### src/hdl/cpu_settings.svh
// cpu boot and memory settings
`ifndef CPU_SETTINGS_SVH
`define CPU_SETTINGS_SVH

//////////////////////////////////////////////////////////////////////
// segment tables
//////////////////////////////////////////////////////////////////////

`define DM_SEGMENTS   4        // data segments fetched at boot
`define IM_SEGMENTS   4        // instruction segments, fetched after data
`define SEG_STRIDE    'h40     // bytes between segment bases
`define SEG_MAX_WORDS 16

//////////////////////////////////////////////////////////////////////
// address map
//////////////////////////////////////////////////////////////////////

`define DM_BASE       'h1000   // byte address of data segment 0
`define IM_BASE       'h0000
`define IM_SPACE_BIT  16       // ex_addr bit flagging instruction space

//////////////////////////////////////////////////////////////////////
// memory geometry
//////////////////////////////////////////////////////////////////////

// one bank per word of an accelerator line
`define LINE_WORDS    16
`define DM_ROWS       256      // rows in each data bank
`define IM_DEPTH      256      // instruction words

`endif

### src/hdl/boot_pkg.sv
// host and boot types
package boot_pkg;

    // host bus operation
    typedef enum logic [1:0] {
        IDLE  = 2'b00,
        READ  = 2'b01,
        WRITE = 2'b11     // encoding only, never driven here
    } bus_op_t;

    // boot sequencer states
    typedef enum logic [2:0] {
        BOOT_IDLE,        // waiting for host ready
        WAIT_DM,          // request out for a data segment
        LOAD_DM,          // streaming data words
        WAIT_IM,          // request out for an instruction segment
        LOAD_IM,          // streaming instruction words
        RUN               // memories loaded
    } boot_state_t;

    // address as seen by the host
    typedef logic [63:0] host_addr_t;

endpackage

### src/hdl/mem_pkg.sv
// memory side types
`include "cpu_settings.svh"

package mem_pkg;

    // data memory word
    typedef logic [31:0] data_word_t;

    // one instruction, same width as a data word
    typedef logic [31:0] instr_t;

    // internal byte address, wide enough for both memories
    typedef logic [15:0] byte_addr_t;

    // accelerator line, word 0 sits in bits 31:0
    typedef logic [`LINE_WORDS-1:0][31:0] accel_line_t;

endpackage

### src/hdl/cpu_boot.sv
// boot load sequencer
`timescale 1ns/1ps
`include "cpu_settings.svh"

module cpu_boot (
    input  logic                 clk,
    input  logic                 rst_n,
    input  logic                 ready,
    input  logic                 rd_valid,
    input  logic                 tx_done,
    input  mem_pkg::data_word_t  ex_wrt_data,
    output boot_pkg::bus_op_t    op,
    output boot_pkg::host_addr_t ex_addr,
    output logic                 boot_dm_wrt_en,
    output logic                 boot_im_wrt_en,
    output mem_pkg::byte_addr_t  boot_addr,
    output mem_pkg::data_word_t  boot_wrt_data,
    output logic                 run
);

    localparam int SEG_N = (`DM_SEGMENTS > `IM_SEGMENTS) ? `DM_SEGMENTS : `IM_SEGMENTS;
    localparam int SEG_W = $clog2(SEG_N);

    boot_pkg::boot_state_t state, state_nxt;
    logic [SEG_W-1:0]      seg_cnt;
    mem_pkg::byte_addr_t   cur_addr;
    mem_pkg::byte_addr_t   seg_base;
    logic                  in_im, in_wait, in_load;
    logic                  last_seg, seg_end, wr_word;

    //////////////////////////////////////////////////////////////////////
    // state decode and segment base
    //////////////////////////////////////////////////////////////////////

    assign in_im   = (state == boot_pkg::WAIT_IM) || (state == boot_pkg::LOAD_IM);
    assign in_wait = (state == boot_pkg::WAIT_DM) || (state == boot_pkg::WAIT_IM);
    assign in_load = (state == boot_pkg::LOAD_DM) || (state == boot_pkg::LOAD_IM);

    // regular stride replaces the old address tables
    assign seg_base = in_im ?
        mem_pkg::byte_addr_t'(`IM_BASE + seg_cnt * `SEG_STRIDE) :
        mem_pkg::byte_addr_t'(`DM_BASE + seg_cnt * `SEG_STRIDE);

    assign last_seg = in_im ? (seg_cnt == SEG_W'(`IM_SEGMENTS - 1)) :
                              (seg_cnt == SEG_W'(`DM_SEGMENTS - 1));

    // a single word segment closes in its request cycle
    assign seg_end = (in_load && tx_done) || (in_wait && rd_valid && tx_done);

    //////////////////////////////////////////////////////////////////////
    // next state
    //////////////////////////////////////////////////////////////////////

    always_comb begin
        state_nxt = state;
        case (state)
            boot_pkg::BOOT_IDLE: begin
                if (ready) state_nxt = boot_pkg::WAIT_DM;
            end
            boot_pkg::WAIT_DM, boot_pkg::LOAD_DM: begin
                if (seg_end) begin
                    state_nxt = last_seg ? boot_pkg::WAIT_IM : boot_pkg::WAIT_DM;
                end else if (rd_valid) begin
                    state_nxt = boot_pkg::LOAD_DM;
                end
            end
            boot_pkg::WAIT_IM, boot_pkg::LOAD_IM: begin
                if (seg_end) begin
                    state_nxt = last_seg ? boot_pkg::RUN : boot_pkg::WAIT_IM;
                end else if (rd_valid) begin
                    state_nxt = boot_pkg::LOAD_IM;
                end
            end
            boot_pkg::RUN: state_nxt = boot_pkg::RUN;  // stays until reset
            default: state_nxt = boot_pkg::BOOT_IDLE;
        endcase
    end

    always_ff @(posedge clk or negedge rst_n) begin
        if (!rst_n) begin
            state    <= boot_pkg::BOOT_IDLE;
            seg_cnt  <= '0;
            cur_addr <= '0;
        end else begin
            state <= state_nxt;
            if (seg_end) begin
                seg_cnt <= last_seg ? '0 : seg_cnt + 1'b1;  // wraps for im pass
            end
            if (in_wait && rd_valid) begin
                cur_addr <= seg_base + 16'd4;   // word 0 already at base
            end else if (in_load) begin
                cur_addr <= cur_addr + 16'd4;
            end
        end
    end

    //////////////////////////////////////////////////////////////////////
    // host request and memory writes
    //////////////////////////////////////////////////////////////////////

    assign op = (in_wait || in_load) ? boot_pkg::READ : boot_pkg::IDLE;

    always_comb begin
        ex_addr = '0;
        if (in_wait || in_load) begin
            ex_addr = {48'h0, seg_base};
            if (in_im) ex_addr[`IM_SPACE_BIT] = 1'b1;   // instruction space flag
        end
    end

    assign wr_word        = (in_wait && rd_valid) || in_load;
    assign boot_dm_wrt_en = wr_word && !in_im;
    assign boot_im_wrt_en = wr_word && in_im;
    assign boot_addr      = in_wait ? seg_base : cur_addr;
    assign boot_wrt_data  = ex_wrt_data;
    assign run            = (state == boot_pkg::RUN);

    //////////////////////////////////////////////////////////////////////
    // checks
    //////////////////////////////////////////////////////////////////////

    // in a wait state tx_done may only come with the lone word
    a_done_in_wait: assert property (
        @(posedge clk) disable iff (!rst_n) (in_wait && tx_done) |-> rd_valid
    ) else $error("tx_done seen while waiting for a segment");

    a_seg_len: assert property (
        @(posedge clk) disable iff (!rst_n)
            in_load |-> (int'(cur_addr - seg_base) < `SEG_MAX_WORDS * 4)
    ) else $error("segment longer than %0d words", `SEG_MAX_WORDS);

endmodule

### config.mk
export PLATFORM = sky130hd
export DESIGN_NAME = cpu_boot
export DESIGN_NICKNAME = d
export VERILOG_FILES = /design/src/hdl/boot_pkg.sv /design/src/hdl/mem_pkg.sv /design/src/hdl/cpu_boot.sv
export VERILOG_INCLUDE_DIRS = /design/src /design/src/hdl
export SDC_FILE = /design/constraint.sdc
export NUM_CORES = 1
export LEC_CHECK = 0
export ABC_AREA = 1
export BUFFER_PORTS_ARGS = -buffer_cell sky130_fd_sc_hd__buf_2
export CAP_MARGIN = 5
export CELL_PAD_IN_SITES_DETAIL_PLACEMENT = 1
export CELL_PAD_IN_SITES_GLOBAL_PLACEMENT = 1
export CORE_ASPECT_RATIO = 1.25
export CORE_MARGIN = 4
export CORE_UTILIZATION = 26
export DETAILED_ROUTE_END_ITERATION = 10
export MAX_ROUTING_LAYER = met4
export PLACE_DENSITY = 0.78
export SETUP_SLACK_MARGIN = 0.2
export SLEW_MARGIN = 20
export SYNTH_ARGS = -nofsm -noshare
export SYNTH_HDL_FRONTEND = slang
export SYNTH_SLANG_ARGS = --single-unit
### constraint.sdc
create_clock -name clk -period 1.5 [get_ports clk]
set_input_delay 0 -clock clk [delete_from_list [all_inputs] [get_ports clk]]
set_output_delay 0 -clock clk [all_outputs]
set_load 0.05 [all_outputs]
==> metrics.txt <==
# nets final=around 360; final setup margin=-5.264 ps; vias in the first global route=roughly 1800; hold path cells=0; first-pass GRT wire length=between 9000 and 10000 um; grt peak-use layer=met2; Clock transition at path regs=approximately 80 ps; WHS=between 0.015 and 0.02 ps; crit end category=primary output; Worst Setup EP=boot_addr[5]; RSZ-0062 raised after global routing=yes; CORE AREA=0.007747 sq mm; Hold WC Path Type=input port to primary output; Worst VDD drop=approximately 0.00098 V; n_diodes=0; Register-to-Register Path Depth=10; failing checks=negative setup slack; GRT Total Usage=between 10% and 20%; synthesized area=just over 0.002 sq mm; synthesized instance count=294; leakage=roughly 1.2 nW; Worst Path Class, Setup=register to primary output; Arr. time, crit path=between 1500 and 2000 ps; Worst setup SP type=register; R2R Path Start=state[2]; DP Worst Slack=around 50 ps; CP Launch Point=state[2]; Clock Sinks=19; GR met3 Demand/Resource=about 2.4%; length of the first detailed-routing pass in iterations=4; Skew-Pair Late Insertion Delay=270 ps; R2R setup slack=~50 ps; DR iter-0 viols=85; Detailed Route WL=between 5000 and 6000 um; grt ovf=0; #FFs+latches synth=19; Pwr Total=~6.4 mW; status=finished, violations left; GP Congestion=between 0.8 and 0.9; fmax=between 600 and 700 MHz; final setup TNS=-9.272 ps; DRC Markers=0; Die Span Y=approximately 110 um; initial antenna violation count=0; Slew Viols, Final=0; Final period util=100.4%; Max Cap Violations=0; worst-path fanout max=8; CP required=approximately 1500 ps; via/cell ratio=about 4.2; endpoints failing hold=0; Fillers=slightly below 1000; IO buf count=26; HPWL after detailed placement=~4000 um; IO Count=approximately 150; routed length per instance=14.33 um; maximum clock insertion buffer count=2; RR Endpoint=state[1]; cts bufs inserted=3; Netlist cell types=28; die area=approximately 0.0094 sq mm; sequential area share after synthesis=roughly 23%; largest net degree at the start of global routing=20; num rows=36; Mean Syn Cell Area=around 7.0 sq um; P&R area growth vs syn=28.61%; Final ANT Viol Nets=0; CTS Root Cell=clkbuf_8; min-delay src=ex_wrt_data[3]; fin crit period=1505 ps; M1 GR Usage=between 10% and 20%; M2 GR Usage=between 20% and 30%; H-tree Lvls=1; final setup fails=3; Yosys warning count=0; Die Wd=just under 90 um; Setup Skew=roughly 2.7 ps; share of cells above drive strength 1=37.85%; vias after detailed routing=1732; power per cell area=approximately 2400 mW/mm^2; CTS tree=done; Initial Utilization=between 20% and 30%
==> layout make-up <==
| class | instances | area (sq um) | area share [%] |
|---|---|---|---|
| tap | 95 | 118.9 | 4.496 |
| timing repair buffer | 54 | 594.3 | 22.48 |
| multi-input combinational | 214 | 1291 | 48.84 |
| sequential | 19 | 479.2 | 18.13 |
| clock buffer | 4 | 45.04 | 1.704 |
| inverter | 26 | 115.1 | 4.354 |
==> repair_timing <==
action / 4_1_cts / 5_1_grt
hold buffers: 1 / 0
pin swaps: 14 / 8
buffers inserted: 20 / 2
endpoints found under the hold margin: 19 / 0
gates cloned: 0 / 1
resized for setup: 88 / 35
setup endpoints to repair: 38 / 40
==> layout by cell type, fill, tap and decap left out, drive strengths merged, types with 2 or more instances in the layout <==
cell type  instances
nand4              5
inv               24
o21ai             12
conb              63
nor2              40
clkinv             2
nor3               4
clkbuf             5
a21oi             11
dfrtp             19
nand3             14
ha                 2
buf               52
nand2             57
==> per-layer routing <==
metal / up-vias / wire length, um
li1: 806 / -
met1: 846 / 2007
met2: 67 / 3401
met3: 13 / 392
met4: 0 / 104
met5: - / 0
==> registers in the layout, summed over array words and instances, names as in the netlist <==
register  count
state         3
seg_cnt       2
cur_addr     14
==> critical path: stages, from the launching register on <==
cell	delay [ps]
dfrtp_2	470
clkinv_4	130
nand2_8	140
inv_4	80
clkbuf_16	170
nor2_4	80
buf_6	160
==> metrics by stage <==
| stage | util [%] | area [sq um] | std cells |
|---|---|---|---|
| after floorplan | - | 2426 | 356 |
| after global placement | 25.50 | 1976 | 384 |
| after detailed placement | 25.50 | 1976 | 384 |
| after CTS | 31.93 | 2474 | 409 |
| after global routing | 34.12 | 2644 | 412 |
| final | 34.12 | 2644 | 412 |
==> worst min-delay path by stage <==
stage	end	slack [ps]
2_1_floorplan	cur_addr[10]	-300
3_3_place_gp	cur_addr[10]	-20
3_5_place_dp	cur_addr[10]	-2
4_1_cts	boot_wrt_data[0]	0.3
5_1_grt	boot_wrt_data[7]	0.07
6_report	boot_wrt_data[3]	0.02
==> cells in the mapped netlist <==
cell type | instances | share of area (%)
buf_4 | 95 | 35
nand2_1 | 50 | 9.1
nor2_1 | 35 | 6.4
inv_1 | 23 | 4.2
dfrtp_1 | 19 | 23
nand3_1 | 12 | 2.9
a21oi_1 | 11 | 2.7
o21ai_0 | 11 | 2.7
nand4_1 | 5 | 1.5
nand2_2 | 4 | 1.2
nor3_1 | 4 | 0.97
inv_2 | 3 | 0.55
nand2_4 | 3 | 1.6
ha_1 | 2 | 1.2
nand3_2 | 2 | 0.97
nor2_2 | 2 | 0.61
nor2_4 | 2 | 1.1
a211oi_1 | 1 | 0.37
a22oi_1 | 1 | 0.37
buf_6 | 1 | 0.55
clkbuf_1 | 1 | 0.18
conb_1 | 1 | 0.18
nand3b_1 | 1 | 0.37
nor2_8 | 1 | 0.97
o21a_1 | 1 | 0.37
o21ai_1 | 1 | 0.24
o21bai_1 | 1 | 0.37
xor2_1 | 1 | 0.43
==> cell families after synthesis <==
group                    Yosys count  synth area share [%]
buffers and inverters            123                 40.17
AND/OR/NAND/NOR                  121                 27.82
AO/OA/AOI/OAI                     27                 7.060
flip-flops                        19                 23.13
adder cells (fa/ha/maj)            2                 1.217
XOR/XNOR                           1                0.4261
other                              1                0.1824
==> where the power goes <==
part	switching, mW	total (mW)	internal (mW)	leakage, nW
registers	0.270	0.947	0.677	0.240
logic	3.17	5.09	1.93	0.979
clock network	0.201	0.391	0.190	0.0228
total	3.64	6.43	2.79	1.24
Note: power is estimated with default switching activity, not from simulation.
